`config.mk`:
```
export PLATFORM = sky130hd
export DESIGN_NAME = param_ram
export DESIGN_NICKNAME = d
export VERILOG_FILES = /design/src/hdl/curve_pkg.sv /design/src/hdl/cmd_pkg.sv /design/src/hdl/param_ram.sv
export SDC_FILE = /design/constraint.sdc
export NUM_CORES = 2
export LEC_CHECK = 0
export ABC_AREA = 1
export ABC_CLOCK_PERIOD_IN_PS = 9900
export BUFFER_PORTS_ARGS = -buffer_cell sky130_fd_sc_hd__buf_2
export CAP_MARGIN = 20
export CORE_ASPECT_RATIO = 0.7
export CORE_MARGIN = 2
export CORE_UTILIZATION = 25
export CTS_BUF_LIST = sky130_fd_sc_hd__clkbuf_2
export CTS_CLUSTER_DIAMETER = 60
export DETAILED_ROUTE_END_ITERATION = 8
export HOLD_SLACK_MARGIN = 0.1
export SKIP_CTS_REPAIR_TIMING = 1
export SLEW_MARGIN = 10
export SYNTH_ARGS = -nofsm -noshare
export SYNTH_HDL_FRONTEND = slang
export SYNTH_SLANG_ARGS = --single-unit
```
`constraint.sdc`:
```
create_clock -name i_clk -period 9.9 [get_ports i_clk]
set_clock_uncertainty 0.1 [all_clocks]
set_input_delay 1.98 -clock i_clk [delete_from_list [all_inputs] [get_ports i_clk]]
set_output_delay 1.98 -clock i_clk [all_outputs]
set_load 0.01 [all_outputs]
```
`src/hdl/curve_pkg.sv`:
```
package curve_pkg;

  // Scalar and coordinate width
  localparam int KEY_BITS = 256;

  // One beat of the command and reply streams
  localparam int WORD_BITS = 64;

  localparam int WORDS_PER_KEY = KEY_BITS / WORD_BITS;

  // secp256k1 group order
  localparam logic [KEY_BITS-1:0] CURVE_N =
    256'hFFFFFFFF_FFFFFFFF_FFFFFFFF_FFFFFFFE_BAAEDCE6_AF48A03B_BFD25E8C_D0364141;

endpackage

```
`src/hdl/cmd_pkg.sv`:
```
package cmd_pkg;

  import curve_pkg::*;

  // Command codes
  localparam logic [15:0] CMD_VERIFY_SIG = 16'h0100;
  localparam logic [15:0] CMD_VERIFY_RPL = 16'h0101;

  // Header view of a command word, code in the top bits
  typedef struct packed {
    logic [15:0] cmd;
    logic [15:0] len;
    logic [31:0] rsvd;
  } cmd_hdr_t;

  typedef union packed {
    cmd_hdr_t             hdr;
    logic [WORD_BITS-1:0] raw;
  } cmd_word_u;

  // Parameter RAM
  localparam int RAM_DEPTH     = 32;
  localparam int RAM_ADDR_BITS = 5;

  // Register map, multi-word values least significant word first
  localparam logic [RAM_ADDR_BITS-1:0] REG_CMD   = 5'd0;
  localparam logic [RAM_ADDR_BITS-1:0] REG_INDEX = 5'd1;
  localparam logic [RAM_ADDR_BITS-1:0] REG_S     = 5'd2;
  localparam logic [RAM_ADDR_BITS-1:0] REG_R     = 5'd6;
  localparam logic [RAM_ADDR_BITS-1:0] REG_HASH  = 5'd10;
  localparam logic [RAM_ADDR_BITS-1:0] REG_Q     = 5'd14;
  localparam logic [RAM_ADDR_BITS-1:0] REG_W     = 5'd22;

  // Index, then s, r, hash, Q.x and Q.y
  localparam int PAYLOAD_BEATS = 21;

  // Reply status byte
  localparam int STAT_BITS    = 8;
  localparam int STAT_S_RANGE = 0;
  localparam int STAT_R_RANGE = 1;

endpackage

```
`src/hdl/param_ram.sv`:
```
`timescale 1ns/10ps

module param_ram import curve_pkg::*, cmd_pkg::*; (
  input  logic                     i_clk,
  input  logic                     i_rst,
  input  logic                     i_we,
  input  logic [RAM_ADDR_BITS-1:0] i_waddr,
  input  logic [WORD_BITS-1:0]     i_wdat,
  input  logic                     i_dbg_rd,
  input  logic [RAM_ADDR_BITS-1:0] i_dbg_addr,
  output logic [WORD_BITS-1:0]     o_dbg_dat,
  output logic                     o_dbg_val
);

logic [WORD_BITS-1:0] mem [0:RAM_DEPTH-1];
logic [WORD_BITS-1:0] rd_q;
logic                 rd_d1;

// Two register stages on the read side
always_ff @(posedge i_clk) begin
  if (i_we)
    mem[i_waddr] <= i_wdat;
  if (i_dbg_rd)
    rd_q <= mem[i_dbg_addr];
  if (rd_d1)
    o_dbg_dat <= rd_q;
end

always_ff @(posedge i_clk) begin
  if (i_rst) begin
    rd_d1     <= 1'b0;
    o_dbg_val <= 1'b0;
  end else begin
    rd_d1     <= i_dbg_rd;
    o_dbg_val <= rd_d1;
  end
end

endmodule

```
======== Word level (Yosys, flattened, before mapping) ========
Memories as Yosys holds them, arrays and structs flattened. A register that Yosys moved wholly into a read port is not among the register bits.
Index checks and enable logic that the tools add are counted.
storage, ports and cells
  bits in registers ....................... 66
  bits in latches ......................... 0
  memory bits (writable) .................. 2048
  bits in read-only memories .............. 0
  output and inout port bits .............. 65
  memories kept ........................... 1
memories
  name  words  bits a word  rd ports  clocked after memory_dff  wr ports  RTL line         RTL
  mem   32     64           1         1                         1         param_ram.sv:15  logic [WORD_BITS-1:0] mem [0:RAM_DEPTH-1];
cells by class
  add/sub/neg operators ................... 0
  $mul .................................... 0
  divide/modulo/power cells ............... 0
  magnitude comparators ................... 0
  eq/ne operators ......................... 0
  shift operators ......................... 0
  mux-type cells .......................... 2
  bitwise gates (word level) .............. 0
  reduce and logical (&&, ||, !) cells .... 0
operator list
  operator  number
  $mux W1   2

======== Depth between registers and ports, before layout ========
  word-level depth ........................ 2
  mapped depth ............................ 12

======== Worst setup path before layout ========
Ideal clock, no wire load.
  path kind ............................... input -> register
  from .................................... input port i_waddr[0]
  to ...................................... memory mem[0][0] (enable)
  library setup time ...................... 0.486 ns
  arrival ................................. 4.957 ns
  data required time ...................... 9.314 ns
  setup slack ............................. 4.356 ns
  cell stages on the path ................. 3
  path buffers ............................ 0
  cells stage by stage .................... inv_1 -> nand3_1 -> nor2_1
RTL lines
  element      RTL line         RTL
  from (decl)  param_ram.sv:7   input logic [RAM_ADDR_BITS-1:0] i_waddr,
  to (decl)    param_ram.sv:15
No word-level cell before the write port.

==> metrics.csv <==
metric,value,unit
"leading cell type in the layout, fill and taps excluded",nand2_1,
kind of start point of the critical path,input port,
hold endpoint,o_dbg_dat[57],
synthesized area,85600,µm²
Psw,4.40,mW
cells on worst reg2reg path,1,
gpl congestion,0.774,
synth unique cells,13,
Adder-Cell Fraction of Synth Area,0,
Synth Area in Compound Gates,0,
Clk pwr share,0.322,
drt drc,0,
antenna violations before repair,62,
htree depth,5,
PD cells,177,nW/µm²
DIE WIDTH,703,µm
number of vias per cell,4.74,
hold depth,0,
largest delay contributor family on the critical path,buffers and inverters,
largest net degree at the start of global routing,225,
CTS tree,done,
global-route wire length before repair,373,mm
via count,56500,
layout cells sized above 1,0.132,
Synth Area in Simple Gates,0.210,
# setup viols final,0,
share of Yosys cell area claimed by the top area cell type,0.764,
sequential area share after synthesis,0.764,
top area cells in the synthesized netlist,"edfxtp_1 76%, nand3_1 11%, nand2_1 10%",
CTS sink cnt,2178,
num ports,143,
final worst path period need,4460,ps
RSZ-0062 raised after global routing,no,
Worst-path clk slew,130,ps
Syn Area/Cell,12.6,µm²
FF+latch area,65400,µm²
met1 wire length,111,mm
fin cells,11900,
CP max-delay cell,buf_4,
largest family of logic cells by synthesized area,simple AND/OR/NAND/NOR gates,
Die H,494,µm
Cells after Synth,6817,
CORE AREA,340000,µm²
"Req. time, crit path",11270,ps
ANT nets after route,0,
final hold violations,0,
Yosys warnings,0,
hold crit path type,reg -> reg,
register bit total from synthesis,2178,
final core utilization,0.279,
sequential power share,0.614,
HPWL Detailed,133,mm
status,finished clean,
maxcap violations,0,
First-pass DRT Iterations,7,
Max Slew Vio Count,0,
clock latency on the worst-skew pair,1760,ps
Pint,12.4,mW
vias in the first global route,53800,
period utilization,0.451,
WL met2,114,mm
Crit path buffers/inverters,4,
area delta synth->final,11.0,%
Post-Synth XOR/XNOR Area,0,
Routed Wire Length,258,mm
Static Leak,33.2,nW
"commonest cells after routing, fill and taps aside","2334 x nand2_1, 2176 x edfxtp_1, 1821 x nand3_1",
DR iter-0 viols,7742,
DP Area,91000,µm²
Worst setup EP type,flip-flop,
worst stage delay on the critical path,850,ps
Die ar.,347000,µm²
Final Cell Area,95000,µm²
leading area contributor after synthesis,edfxtp_1,
multiplexer share of the synthesized area,0,
Setup TNS Final,0,ps
placed insts,11100,
WS Path Type,in -> reg,
drt wl/cell,21.7,µm
r2r startpoint,rd_d1,
max layer used,met5,
row cnt,179,
Critical Path AT,5830,ps
Max Freq,224,MHz
gr usage total,0.144,
most frequent CP cell,nand2_1,
clock buffer count from CTS,457,
Buffers on Ports,142,
worst-margin pin slew,1270,ps
relative slew slack,0.156,
r2r setup slk,7780,ps
Sw Ratio,0.261,
Final nets,7156,
worst hold start,rd_q[57],
grt total ovfl,0,
maximum clock insertion buffer count,4,
"Critical Path, Cell by Cell",buf_8 -> buf_12 -> buf_4 -> buf_4 -> nand2_1 -> nand3_1 -> nand3_1 -> nand2_1 -> nand2_1 -> nand2_1 -> nand2_1 -> nand2_1,
Initial Utilization,0.252,
WL met3,27.1,mm
"Net Count, Synth",6895,
CTS root buf,clkbuf_2,
multi-input logic area,18200,µm²
Max VDD drop,0.0888,mV
worst reg2reg path endpoint,o_dbg_dat[30],
fill cell count,34800,
worst-path maximum fanout,185,
Gate power share,0.064,
## layout make-up
type                       count  area share
tap                         4525      0.0596
multi-input combinational   4189       0.192
sequential                  2178       0.688
clock buffer                 664      0.0350
timing repair buffer         240      0.0179
inverter                      12    0.000882
antenna                       13    0.000342
clock inverter               101     0.00598
## how the worst max path moves through the flow
stage | from | to | depth (start not counted)
after global routing | o_dbg_dat[40] | o_dbg_dat[40] | 1
after CTS | o_dbg_dat[40] | o_dbg_dat[40] | 1
final | i_dbg_addr[0] | rd_q[54] | 12
after floorplan | i_waddr[0] | mem[0][0] | 3
after detailed placement | i_dbg_addr[0] | rd_q[58] | 12
after global placement | i_dbg_addr[0] | rd_q[23] | 12
## flip-flops by register name, indices dropped and copies added, names as in the netlist
name	flops
rd_q	64
rd_d1	1
o_dbg_dat	64
o_dbg_val	1
mem	2048
## cells in the mapped netlist
master,count
buf_6,4
nor2_1,34
buf_1,40
inv_1,9
buf_4,30
edfxtp_1,2176
buf_2,286
nand2_1,2334
nand3_1,1821
inv_2,2
inv_4,1
clkbuf_1,78
dfxtp_1,2
## cells by family (layout without fill, tap and decap cells)
group                  Yosys count  in the layout
buffers and inverters          450           1017
other                            0             13
flip-flops                    2178           2178
AND/OR/NAND/NOR               4189           4189
## metrics by stage
stage / hold WS [ps] / setup slack (ps) / total power, mW
after global routing: 256 / 5190 / 17.5
final: 282 / 5440 / 16.9
after CTS: 214 / 5190 / 17.0
after floorplan: 300 / 4360 / 11.1
after global placement: 306 / 3930 / 11.6
after detailed placement: 309 / 3950 / 11.6
## power by group through the flow
| stage | registers [mW] | clock network (mW) | logic, mW |
|---|---|---|---|
| after floorplan | 10.5 | 0 | 0.605 |
| final | 10.3 | 5.43 | 1.08 |
| after CTS | 10.3 | 5.56 | 1.07 |
| after global placement | 10.6 | 0 | 1.06 |
| after detailed placement | 10.6 | 0 | 1.07 |
| after global routing | 10.4 | 6.01 | 1.18 |
## metal layers
layer,GRT usage,vias to the layer above
met5,0,-
met4,0.0381,20
met3,0.0320,490
met2,0.215,3164
met1,0.210,27800
li1,-,25000
Power figures use the tool's default switching activity.
