### config.mk
export PLATFORM = sky130hd
export DESIGN_NAME = reply_tx
export DESIGN_NICKNAME = d
export VERILOG_FILES = /design/src/hdl/curve_pkg.sv /design/src/hdl/cmd_pkg.sv /design/src/hdl/reply_tx.sv
export SDC_FILE = /design/constraint.sdc
export NUM_CORES = 1
export LEC_CHECK = 0
export ABC_AREA = 1
export BUFFER_PORTS_ARGS = -buffer_cell sky130_fd_sc_hd__buf_2
export CELL_PAD_IN_SITES_DETAIL_PLACEMENT = 0
export CELL_PAD_IN_SITES_GLOBAL_PLACEMENT = 1
export CORE_MARGIN = 4
export CORE_UTILIZATION = 40
export DETAILED_ROUTE_END_ITERATION = 12
export GPL_TIMING_DRIVEN = 0
export HOLD_SLACK_MARGIN = 0.15
export PLACE_DENSITY = 0.83
export SLEW_MARGIN = 10
export SYNTH_ARGS = -nofsm -noshare
export SYNTH_HDL_FRONTEND = slang
export SYNTH_SLANG_ARGS = --single-unit
### constraint.sdc
create_clock -name i_clk -period 4.8 [get_ports i_clk]
set_clock_uncertainty 0.1 [all_clocks]
set_input_delay 0.48 -clock i_clk [delete_from_list [all_inputs] [get_ports i_clk]]
set_output_delay 0.48 -clock i_clk [all_outputs]
set_load 0.03 [all_outputs]
### src/hdl/curve_pkg.sv
package curve_pkg;

  // Scalar and coordinate width
  localparam int KEY_BITS = 256;

  // One beat of the command and reply streams
  localparam int WORD_BITS = 64;

  localparam int WORDS_PER_KEY = KEY_BITS / WORD_BITS;

  // secp256k1 group order
  localparam logic [KEY_BITS-1:0] CURVE_N =
    256'hFFFFFFFF_FFFFFFFF_FFFFFFFF_FFFFFFFE_BAAEDCE6_AF48A03B_BFD25E8C_D0364141;

endpackage

### src/hdl/cmd_pkg.sv
package cmd_pkg;

  import curve_pkg::*;

  // Command codes
  localparam logic [15:0] CMD_VERIFY_SIG = 16'h0100;
  localparam logic [15:0] CMD_VERIFY_RPL = 16'h0101;

  // Header view of a command word, code in the top bits
  typedef struct packed {
    logic [15:0] cmd;
    logic [15:0] len;
    logic [31:0] rsvd;
  } cmd_hdr_t;

  typedef union packed {
    cmd_hdr_t             hdr;
    logic [WORD_BITS-1:0] raw;
  } cmd_word_u;

  // Parameter RAM
  localparam int RAM_DEPTH     = 32;
  localparam int RAM_ADDR_BITS = 5;

  // Register map, multi-word values least significant word first
  localparam logic [RAM_ADDR_BITS-1:0] REG_CMD   = 5'd0;
  localparam logic [RAM_ADDR_BITS-1:0] REG_INDEX = 5'd1;
  localparam logic [RAM_ADDR_BITS-1:0] REG_S     = 5'd2;
  localparam logic [RAM_ADDR_BITS-1:0] REG_R     = 5'd6;
  localparam logic [RAM_ADDR_BITS-1:0] REG_HASH  = 5'd10;
  localparam logic [RAM_ADDR_BITS-1:0] REG_Q     = 5'd14;
  localparam logic [RAM_ADDR_BITS-1:0] REG_W     = 5'd22;

  // Index, then s, r, hash, Q.x and Q.y
  localparam int PAYLOAD_BEATS = 21;

  // Reply status byte
  localparam int STAT_BITS    = 8;
  localparam int STAT_S_RANGE = 0;
  localparam int STAT_R_RANGE = 1;

endpackage

### src/hdl/reply_tx.sv
`timescale 1ns/10ps

module reply_tx import curve_pkg::*, cmd_pkg::*; (
  input  logic                 i_clk,
  input  logic                 i_rst,
  input  logic                 i_start,
  input  logic [STAT_BITS-1:0] i_status,
  input  logic [WORD_BITS-1:0] i_index,
  output logic                 o_busy,
  output cmd_word_u            o_rpl_dat,
  output logic                 o_rpl_val,
  output logic                 o_rpl_sop,
  output logic                 o_rpl_eop,
  input  logic                 i_rpl_rdy
);

cmd_word_u hdr_word;
cmd_word_u stat_word;
cmd_word_u stat_q;

always_comb begin
  hdr_word.hdr.cmd  = CMD_VERIFY_RPL;
  hdr_word.hdr.len  = 16'd1;
  hdr_word.hdr.rsvd = '0;
  // Status on top, low part of the index below
  stat_word.raw = {i_status, i_index[WORD_BITS-STAT_BITS-1:0]};
end

assign o_busy = o_rpl_val;

always_ff @(posedge i_clk) begin
  if (i_rst) begin
    o_rpl_val <= 1'b0;
    o_rpl_sop <= 1'b0;
    o_rpl_eop <= 1'b0;
  end else if (!o_rpl_val) begin
    if (i_start) begin
      o_rpl_val <= 1'b1;
      o_rpl_sop <= 1'b1;
      o_rpl_eop <= 1'b0;
      o_rpl_dat <= hdr_word;
      stat_q    <= stat_word;
    end
  end else if (i_rpl_rdy) begin
    if (o_rpl_sop) begin
      o_rpl_sop <= 1'b0;
      o_rpl_eop <= 1'b1;
      o_rpl_dat <= stat_q;
    end else begin
      o_rpl_val <= 1'b0;
      o_rpl_eop <= 1'b0;
    end
  end
end

a_hold_stable: assert property (@(posedge i_clk) disable iff (i_rst)
  (o_rpl_val && !i_rpl_rdy) |=>
  (o_rpl_val && $stable(o_rpl_dat) && $stable(o_rpl_sop) && $stable(o_rpl_eop)));

endmodule

After elaboration in Yosys (flattened, before gate mapping)

Cells that the tools add are included.

$add $sub $neg: 0
$mul: 0
Div/mod/pow operators: 0
Magnitude comparators: 0
Equal/unequal tests: 2
Shift-type cells: 0
Muxes and demuxes: 14
Bitwise operators: 2
Reductions and logical operators: 4

Operator list:

| operator             | number |
|---|---|
| $mux W64             | 4 |
| $mux W1              | 10 |
| $ne A2 B1 Y1 const B | 2 |
| $reduce_and A4 Y1    | 1 |
| $reduce_and A3 Y1    | 1 |
| $not A1 Y1           | 2 |
| $reduce_and A2 Y1    | 1 |
| $reduce_bool A2 Y1   | 1 |

Register bits after elaboration: 131
Latch bits: 0
Memory bits (writable): 0
ROM bits: 0
Memories: 0

Logic depth before layout (Yosys ltp)

Gate-level depths: netlist of run 1.

Depth after elaboration: 3
Depth in mapped cells: 7
Depth with buffers taken out: 6

Worst setup path before layout of run 1

OpenSTA, ideal clock, no wires.

Path kind: reg-to-reg
Start: reg o_rpl_val (netlist: o_busy)
End: reg o_rpl_dat[0] in the netlist's numbering (enable)
Library setup time: 0.507 ns
Data arrival time: 3.965 ns
Data required time: 4.193 ns
Setup slack: 0.228 ns
Stages on the path, launching flop included: 4
Buffers on the path: 1
Period minus slack after synthesis: 4.572 ns
Path through: dfxtp_1 buf_6 nand3_1 a21oi_1

Cells in the longest elaborated chain, start to end: 2

Ends and longest elaborated chain:

| item                                                                       | line           | source |
|---|---|---|
| from (decl)                                                                | reply_tx.sv:11 | `output logic o_rpl_val,` |
| from (signal assigned)                                                     | reply_tx.sv:33 | `o_rpl_val <= 1'b0;` |
| from (signal assigned)                                                     | reply_tx.sv:38 | `o_rpl_val <= 1'b1;` |
| from (signal assigned)                                                     | reply_tx.sv:50 | `o_rpl_val <= 1'b0;` |
| $ne A2 B1 Y1 (no source line) / $reduce_bool A2 Y1 (equally long branches) | --             |  |
| $reduce_and A4 Y1 (no source line) *                                       | --             |  |
| to (signal assigned)                                                       | reply_tx.sv:41 | `o_rpl_dat <= hdr_word;` |
| to (signal assigned)                                                       | reply_tx.sv:48 | `o_rpl_dat <= stat_q;` |
| to (decl)                                                                  | reply_tx.sv:10 | `output cmd_word_u o_rpl_dat,` |

Mark *: on every way between the ends. The rest lies on a longest branch, timed or not.
A chain may end at the register's enable or synchronous reset.

Worst setup path after layout of run 1

Start: reg o_rpl_val (netlist: o_busy)
End: reg o_rpl_dat[44] in the netlist's numbering (enable)

The elaborated chain is that of the path after synthesis.

==> results of run 1 <==
[cell families after synthesis]
logic type | after synthesis | synth area share
DFF | 131 | 0.861
and+or+nand+nor | 77 | 0.0679
buffers and inverters | 73 | 0.0684
AOI/OAI and AO/OA | 2 | 0.00276
[cells in the final DEF, fill, tap and decap left out, types with 3 or more instances in the layout]
cell / count
buf_2: 135
edfxtp_1: 128
nand2_1: 70
inv_1: 63
dlygate4sd3_1: 57
clkbuf_16: 17
buf_4: 7
clkinv_2: 6
clkinv_1: 4
or2_1: 3
dfxtp_1: 3
[registers in the layout, summed over array words and instances (netlist names)]
register / count
o_rpl_dat: 64
stat_q: 64
o_busy: 1
o_rpl_eop: 1
o_rpl_sop: 1
[power by group]
group          internal, mW  switching [mW]
logic                 0.113           0.193
clock network         0.750           0.435
registers              1.35          0.0171
total                  2.21           0.645
[metal layers]
layer,global-route usage,up-vias
met3,0.0539,7
li1,-,1355
met4,0.0562,0
met2,0.224,84
met1,0.159,1222
met5,0,-
[worst paths after layout]
path / depth (start not counted) / startpoint / endpoint
setup reg to reg: 4 / o_busy$_SDFF_PP0_ / o_rpl_dat[44]$_SDFFCE_PN0P_
hold / removal: 1 / i_index[44] / stat_q[44]$_DFFE_PP_
setup / recovery: 4 / o_busy$_SDFF_PP0_ / o_rpl_dat[44]$_SDFFCE_PN0P_
hold reg to reg: 2 / stat_q[58]$_DFFE_PP_ / o_rpl_dat[58]$_SDFFCE_PN0P_
[area by class of cell]
type                       count  area share
buffer                         8     0.00968
sequential                   131       0.592
timing repair buffer         195       0.200
clock inverter                14      0.0182
multi-input combinational     79      0.0503
inverter                      65      0.0374
clock buffer                  18      0.0651
tap                          140      0.0266
[critical path: stages (launching register included)]
cell and delay (ns):
dfxtp_1 0.38, buf_6 0.20, nand3_1 0.17, a21oi_4 0.68
buf_16 0.25
[metrics by stage]
step / instance area, um2 / TNS, ns / hold slack, ns / setup WS (ns)
6_report: 6590 / 0 / 0.171 / 2.70
5_1_grt: 6590 / 0 / 0.150 / 2.56
4_1_cts: 6550 / 0 / 0.151 / 2.67
3_5_place_dp: 5470 / 0 / 0.386 / 2.54
3_3_place_gp: 5390 / -66.74 / 0.379 / -1.05
2_1_floorplan: 4530 / 0 / 0.376 / 0.228
==> results.json, run 1 <==
{
  "outcome": "complete, no violations",
  "synth.top_cell.area_share": 0.848,
  "antenna_found_initial": 0,
  "dp_hpwl_um": 5600,
  "ys_seq_elements": 131,
  "first_iter_violations": 149,
  "layout.area.seq_um2": 3900,
  "multiInputGateArea_um2": 332,
  "ctsHoldBuffers": 53,
  "top_layer": "met4",
  "hold_violations": 0,
  "ys_top_cells_by_area": "edfxtp_1, nand2_1, inv_1",
  "cp-start-kind": "register",
  "clockBufferDepth": 2,
  "initial_core_util": 0.413,
  "final_cells": 650,
  "cts.sinks": 131,
  "critical_path_class": "reg -> reg",
  "place.port_buffers": 135,
  "vias_per_cell": 4.10,
  "reg2reg_slack_ns": 2.70,
  "num-nets-final": 573,
  "slew_headroom": 0.473,
  "n_fill_cell": 876,
  "wirelength_um": 8390,
  "p_per_area_nw_per_um2": 433,
  "io_pins": 144,
  "ir_worst_vdd_uv": 217,
  "grt_pass1_wl_um": 13300,
  "die_h_um": 114,
  "num_rows": 38,
  "post_synth.cell_area_avg_um2": 16.0,
  "synth.cell_area_um2": 4530,
  "post-route-min-period_ns": 2.10,
  "syn-instance-count": 283,
  "synth_seq_area_share": 0.861,
  "synthArstFlopShare": 0,
  "dr_wl_met2_um": 4300,
  "vias": 2668,
  "wl_met1_um": 3420,
  "core-area_um2": 11000,
  "tightest_slew_ns": 0.788,
  "synth_top_area_cell": "edfxtp_1",
  "dieArea_um2": 13100,
  "rsz0062_at_grt": "no",
  "die_w_um": 114,
  "yosysMostFrequentCell": "edfxtp_1",
  "h-tree-depth": 4,
  "hp-class": "in -> reg",
  "area_growth_pct": 45.4,
  "grt_overflow_total": 0,
  "maxCapViolCount": 0,
  "insertion_delay_ns": 0.40,
  "ys.flop_type": "edfxtp_1",
  "gp_congestion": 0.698,
  "synth_edf_count": 128,
  "post_cts_buffers": 0,
  "clk_pin_slew_worst_paths_ns": 0.06,
  "cts_resized": 0,
  "max_clock_freq_ghz": 0.476,
  "required_ns": 4.80,
  "cts_tree": "yes",
  "drc": 0,
  "synthTopCellsByCount": "edfxtp_1, nand2_1, inv_1, buf_4",
  "grt_use_total": 0.136,
  "total_power_mw": 2.85,
  "grt_max_degree": 34,
  "numCtsBuffers": 17,
  "ant_nets": 0,
  "met3_length_um": 598,
  "cp_max_fo": 25,
  "placed_cells": 561,
  "n_antenna_cell": 0,
  "ys_warn_count": 0,
  "drive_gt1_frac": 0.349,
  "setup.worst_path.end_class": "register",
  "cp.arrival_ns": 2.10,
  "syn-num-nets": 359,
  "drt-wirelength-per-cell_um": 12.9,
  "slew_violations": 0,
  "fin_util": 0.600,
  "ctsRootBufferMaster": "clkbuf_16",
  "p_leak_nw": 3.04,
  "yosysUniqueCellTypes": 13,
  "setup_viol": 0,
  "grt_pass1_vias": 2759,
  "post-route-period-util": 0.438,
  "drt_pre_antenna_iters": 4
}
No activity file was read; power rests on OpenSTA's default activity.
==> inputs of run 2 (changes only) <==
- ABC_AREA: 1 -> 0
- CORE_UTILIZATION: 40 -> 41
- clock period: 4.8 -> 1.95 ns (I/O delays scaled with it)
==> run 2 against run 1 <==
Synthesized cell count decreased by 24%. Combinational power is 88% higher. Setup slack lost 2.4 ns. Die area is 4.1% lower. Largest cell class unchanged. Sequential share of layout area down 0.43 points. Largest power group unchanged. Global-route usage is 0.98 points higher. First-iteration DRC count is 45% lower.
==> results.json, run 2 <==
{
  "synth.cell_area_um2": 4440,
  "max_stage_delay_ns": 0.39,
  "ctsRootBufferMaster": "clkbuf_8",
  "synth_edf_count": 128,
  "dpl_cell_area_um2": 5420,
  "grt_max_degree": 33,
  "h-tree-depth": 4,
  "grt_pass1_wl_um": 14100,
  "ys.flop_type": "edfxtp_1",
  "crit_slowest_cell": "dfxtp_4",
  "hold_violations": 0,
  "cts.sinks": 131,
  "finalSetupTns_ns": 0,
  "outcome": "complete, no violations",
  "ys_warn_count": 0,
  "numCtsBuffers": 17,
  "final_cells": 594,
  "place.port_buffers": 135,
  "wirelength_um": 8600,
  "num_rows": 37,
  "cp-start-kind": "register",
  "maxCapViolCount": 0,
  "cp.arrival_ns": 1.72,
  "rsz0062_at_grt": "no",
  "setup.worst_path.end_class": "register",
  "required_ns": 2.03,
  "dp_hpwl_um": 5430,
  "drc": 0,
  "synth_top_area_cell": "edfxtp_1",
  "ys_top_cells_by_area": "edfxtp_1, and2_1, dfxtp_1",
  "post-route-period-util": 0.840,
  "synth_seq_area_share": 0.879,
  "vias_per_cell": 4.34,
  "ant_nets": 0,
  "grt_pass1_vias": 2886,
  "insertion_delay_ns": 0.49,
  "p_leak_nw": 2.62,
  "fin_util": 0.638,
  "grt_overflow_total": 0,
  "yosysMostFrequentCell": "edfxtp_1",
  "tightest_slew_ns": 0.282,
  "top_regs": "o_rpl_dat: 64 flops, stat_q: 64 flops",
  "n_antenna_cell": 0,
  "drt-wirelength-per-cell_um": 14.5,
  "hp-class": "in -> reg",
  "clockBufferDepth": 2,
  "die_h_um": 112,
  "slew_headroom": 0.812,
  "finalInstanceArea_um2": 6650,
  "slew_violations": 0,
  "setup_viol": 0,
  "synthTopCellsByCount": "edfxtp_1, and2_1, buf_2, dfxtp_1, nand2b_1",
  "post-route-min-period_ns": 1.64,
  "syn-num-nets": 291,
  "area_growth_pct": 49.7,
  "cts_tree": "yes",
  "drt_pre_antenna_iters": 4,
  "final_cell_mix": "buf_2, edfxtp_1, dlygate4sd3_1",
  "first_iter_violations": 82,
  "critical_path_class": "reg -> reg",
  "final_common_cell": "buf_2",
  "gp_congestion": 0.678,
  "clk_pin_slew_worst_paths_ns": 0.06,
  "num-nets-final": 521,
  "antenna_found_initial": 0,
  "die_w_um": 112,
  "syn-instance-count": 215,
  "post_synth.cell_area_avg_um2": 20.7,
  "yosysUniqueCellTypes": 16,
  "vias": 2578,
  "ir_worst_vdd_uv": 458,
  "placed_cells": 490,
  "max_clock_freq_ghz": 0.610,
  "cp_max_fo": 32,
  "synth.top_cell.area_share": 0.866,
  "ys_seq_elements": 131,
  "p_per_area_nw_per_um2": 983,
  "synthArstFlopShare": 0,
  "core-area_um2": 10400,
  "dieArea_um2": 12600,
  "io_pins": 144,
  "grt_use_total": 0.146,
  "cp_cell_sequence": "buf_6 > nand2b_4 > nor2_4 > buf_12",
  "initial_core_util": 0.426,
  "drive_gt1_frac": 0.395
}
[run 2: changes by cell type after synthesis, moves of 2 or more]
cell	before	now
nand2b_1	0	3
nor2_1	0	2
or2b_1	0	2
and2_1	0	61
or2_1	3	0
buf_2	0	6
buf_4	7	1
nand2_1	70	0
inv_1	64	1
[run 2: final cells by class]
class / count / area (um2)
clock inverter: 9 / 67.6
sequential: 131 / 3910
tap: 136 / 170
timing repair buffer: 211 / 1490
clock buffer: 23 / 437
inverter: 1 / 3.75
fill: 763 / 3770
multi-input combinational: 75 / 523
buffer: 8 / 48.8
[run 2: path summary, 6_finish.rpt]
check / start / to / slack, ns / depth (start not counted)
setup reg to reg: o_busy$_SDFF_PP0_ / stat_q[3]$_DFFE_PP_ / 0.31 / 4
setup / recovery: o_busy$_SDFF_PP0_ / stat_q[3]$_DFFE_PP_ / 0.31 / 4
hold reg to reg: o_rpl_eop$_SDFFE_PP0P_ / o_rpl_eop$_SDFFE_PP0P_ / 0.39 / 2
hold / removal: i_status[7] / stat_q[63]$_DFFE_PP_ / 0.30 / 2
[run 2: where the power goes]
group / leakage, nW / total (mW) / switching (mW) / internal (mW)
sequential: 1.23 / 3.28 / 0.0341 / 3.24
clock: 0.244 / 2.69 / 1.02 / 1.66
combinational: 1.15 / 0.575 / 0.310 / 0.265
[run 2: routing by layer]
metal / up-vias / global-route usage / wire length (um)
li1: 1251 / - / -
met1: 1213 / 0.156 / 3120
met2: 99 / 0.257 / 4600
met3: 15 / 0.0620 / 703
met4: 0 / 0.0553 / 170
met5: - / 0 / 0
[run 2: worst max-delay path: cells and delay by family (launching register included)]
family	cells	cell delay [ns]
simple gates	2	0.41
buf+inv	2	0.41
flops	1	0.39
[run 2: kinds of logic (layout without fill, tap and decap cells)]
family                 count (synthesis)  after routing  synth area share
AO/OA/AOI/OAI                          5              5           0.00930
buffers and inverters                  9            252            0.0118
flip-flops                           131            131             0.879
multiplexers                           1              1           0.00338
AND/OR/NAND/NOR                       69             69            0.0964
[run 2: stage by stage]
| stage | hold slack [ns] | power, mW | worst slack [ns] |
|---|---|---|---|
| global route | 0.286 | 6.80 | 0.254 |
| floorplan | 0.157 | 3.59 | -0.355 |
| CTS | 0.278 | 6.60 | 0.304 |
| detailed placement | 0.273 | 3.79 | -0.0248 |
| global placement | 0.271 | 3.76 | -0.781 |
| finish | 0.305 | 6.54 | 0.311 |
[run 2: timing repair]
item / 4_1_cts / 5_1_grt
hold buffers: 69 / 0
setup buffers: 3 / 0
endpoints found under the hold margin: 73 / 0
resized for setup: 0 / 0
endpoints found under the setup margin: 29 / 0
==> inputs of run 3 (changes only) <==
- CORE_UTILIZATION: 41 -> 37
- PLACE_DENSITY: 0.83 -> 0.79
- clock period: 1.95 -> 1.4 ns (I/O delays scaled with it)
==> run 3 against run 2 <==
Critical path depth rose by 2. Highest routed layer unchanged. Via count rose by 4.7%. Routed wire length increased by 18%. The run now ends with negative setup slack left. Core utilization decreased by 3.1 points. Die area increased by 10%. Largest power group unchanged. Worst hold slack worse by 0.13 ns. Non-clock buffer count increased by 18. Flip-flop and latch count unchanged.
==> results.json, run 3 (synthesized netlist as in run 2, its figures left out) <==
{
  "outcome": "complete, but fails checks",
  "failed_checks": "negative setup slack",
  "first_iter_violations": 114,
  "min_to": "stat_q[10]$_DFFE_PP_",
  "p_per_area_nw_per_um2": 1340,
  "ctsRootBufferMaster": "clkbuf_16",
  "dp_hpwl_um": 5870,
  "p_leak_nw": 2.80,
  "top_regs": "o_rpl_dat: 64 flops, stat_q: 64 flops",
  "worst-path-buf-inv": 4,
  "tightest_slew_ns": 0.255,
  "hp-class": "in -> reg",
  "grt_pass1_vias": 2906,
  "final_cells": 618,
  "cp.arrival_ns": 1.56,
  "clk_pin_slew_worst_paths_ns": 0.05,
  "n_fill_cell": 869,
  "vias": 2698,
  "slew_headroom": 0.829,
  "fin_util": 0.607,
  "final_common_cell": "buf_2",
  "preCtsSetupSlack_ns": -0.590,
  "dpl_cell_area_um2": 5430,
  "total_power_mw": 9.40,
  "drive_gt1_frac": 0.423,
  "numCtsBuffers": 17,
  "cp_top_family": "buffers and inverters",
  "drc": 0,
  "drt-wirelength-per-cell_um": 16.4,
  "p_seq_frac": 0.485,
  "hold_violations": 0,
  "layout_setup_ws_ns": -0.132,
  "antenna_found_initial": 0,
  "die_h_um": 118,
  "final_cell_mix": "buf_2, edfxtp_1, dlygate4sd3_1",
  "crit_slowest_cell": "dlygate4sd3_1",
  "hold_depth": 3,
  "initial_core_util": 0.384,
  "io_pins": 144,
  "num_rows": 39,
  "slew_violations": 0,
  "drt_pre_antenna_iters": 4,
  "wirelength_um": 10100,
  "die_w_um": 118,
  "finalSetupTns_ns": -12.17,
  "rr_startpoint": "o_busy$_SDFF_PP0_",
  "gp_congestion": 0.721,
  "pwr-share-comb": 0.104,
  "required_ns": 1.43,
  "post-route-min-period_ns": 1.53,
  "fin_hold_ws_ns": 0.174,
  "n_antenna_cell": 0,
  "pwr-share-clk": 0.411,
  "cp_cell_sequence": "buf_2 > dlygate4sd3_1 > nand3_4 > a21oi_4 > buf_8 > clkbuf_16",
  "reg2reg_to": "stat_q[8]$_DFFE_PP_",
  "post-route-period-util": 1.09,
  "num-nets-final": 539,
  "placed_cells": 497,
  "critical_path_class": "in -> reg",
  "p_sw_frac": 0.214,
  "max_stage_delay_ns": 0.67,
  "clockBufferDepth": 2,
  "setup.worst_path.end_class": "register",
  "place.port_buffers": 135,
  "cts.sinks": 131,
  "grt_use_total": 0.146,
  "grt_overflow_total": 0,
  "ir_worst_vdd_uv": 730,
  "core-area_um2": 11600,
  "ant_nets": 0,
  "dieArea_um2": 13800,
  "rsz0062_at_grt": "yes",
  "p_switching_mw": 2.01,
  "insertion_delay_ns": 0.41,
  "reg2reg_depth": 5,
  "cp-start-kind": "input port",
  "reg2reg_slack_ns": -0.13,
  "cp_max_fo": 7,
  "grt_max_degree": 22,
  "finalInstanceArea_um2": 7020,
  "setup_viol": 117,
  "grt_pass1_wl_um": 15000,
  "vias_per_cell": 4.37,
  "h-tree-depth": 4,
  "max_clock_freq_ghz": 0.653,
  "hp-start": "i_rst",
  "cts_tree": "yes",
  "p_int_mw": 7.39,
  "area_growth_pct": 58.2,
  "maxCapViolCount": 0
}
run 3: worst reg2reg max path: cells and delay by family (launching register included):
family | cells | cell delay [ns]
and+or+nand+nor | 2 | 0.29
DFF | 1 | 0.35
buffers and inverters | 3 | 0.50
run 3: area by class of cell:
cell class / count / area, um2 / area share
Multi-Input combinational cell: 75 / 523 / 0.0745
Clock buffer: 22 / 444 / 0.0632
Sequential cell: 131 / 3910 / 0.556
Timing Repair Buffer: 229 / 1850 / 0.263
Clock inverter: 9 / 65.1 / 0.00926
Buffer: 8 / 52.6 / 0.00748
Tap cell: 143 / 179 / 0.0255
Inverter: 1 / 3.75 / 0.000534
run 3: timing repair:
action,CTS,global route
gates cloned,5,6
hold endpoints to repair,67,0
resized for setup,12,2
hold buffers,67,0
setup endpoints to repair,129,129
buffers inserted,13,1
pin swaps,2,1
run 3: worst max path at each step:
stage / slack (ns) / cells past startpoint / from / end
4_1_cts: -0.12 / 6 / o_busy$_SDFF_PP0_ / stat_q[18]$_DFFE_PP_
5_1_grt: -0.17 / 5 / o_busy$_SDFF_PP0_ / o_rpl_dat[0]$_SDFFCE_PN0P_
3_5_place_dp: -0.59 / 4 / o_busy$_SDFF_PP0_ / o_rpl_dat[41]$_SDFFCE_PN0P_
6_report: -0.13 / 6 / i_rpl_rdy / o_rpl_dat[8]$_SDFFCE_PN0P_
3_3_place_gp: -1.36 / 3 / o_busy$_SDFF_PP0_ / o_rpl_dat[41]$_SDFFCE_PN0P_
2_1_floorplan: -0.90 / 3 / o_busy$_SDFF_PP0_ / o_rpl_dat[0]$_SDFFCE_PN0P_
run 3: power by group through the flow:
stage          registers, mW  logic, mW  clock network [mW]
3_3_place_gp            4.65      0.594                   0
3_5_place_dp            4.64      0.653                   0
6_report                4.56      0.975                3.86
4_1_cts                 4.56      0.937                3.95
2_1_floorplan           4.82      0.187                   0
5_1_grt                 4.57       1.04                4.12
run 3: layer usage:
| layer | GRT usage | up-vias | wire length (um) |
|---|---|---|---|
| met1 | 0.161 | 1292 | 4120 |
| li1 | - | 1291 | - |
| met3 | 0.0524 | 18 | 558 |
| met4 | 0.0674 | 0 | 193 |
| met2 | 0.251 | 97 | 5250 |
| met5 | 0 | - | 0 |
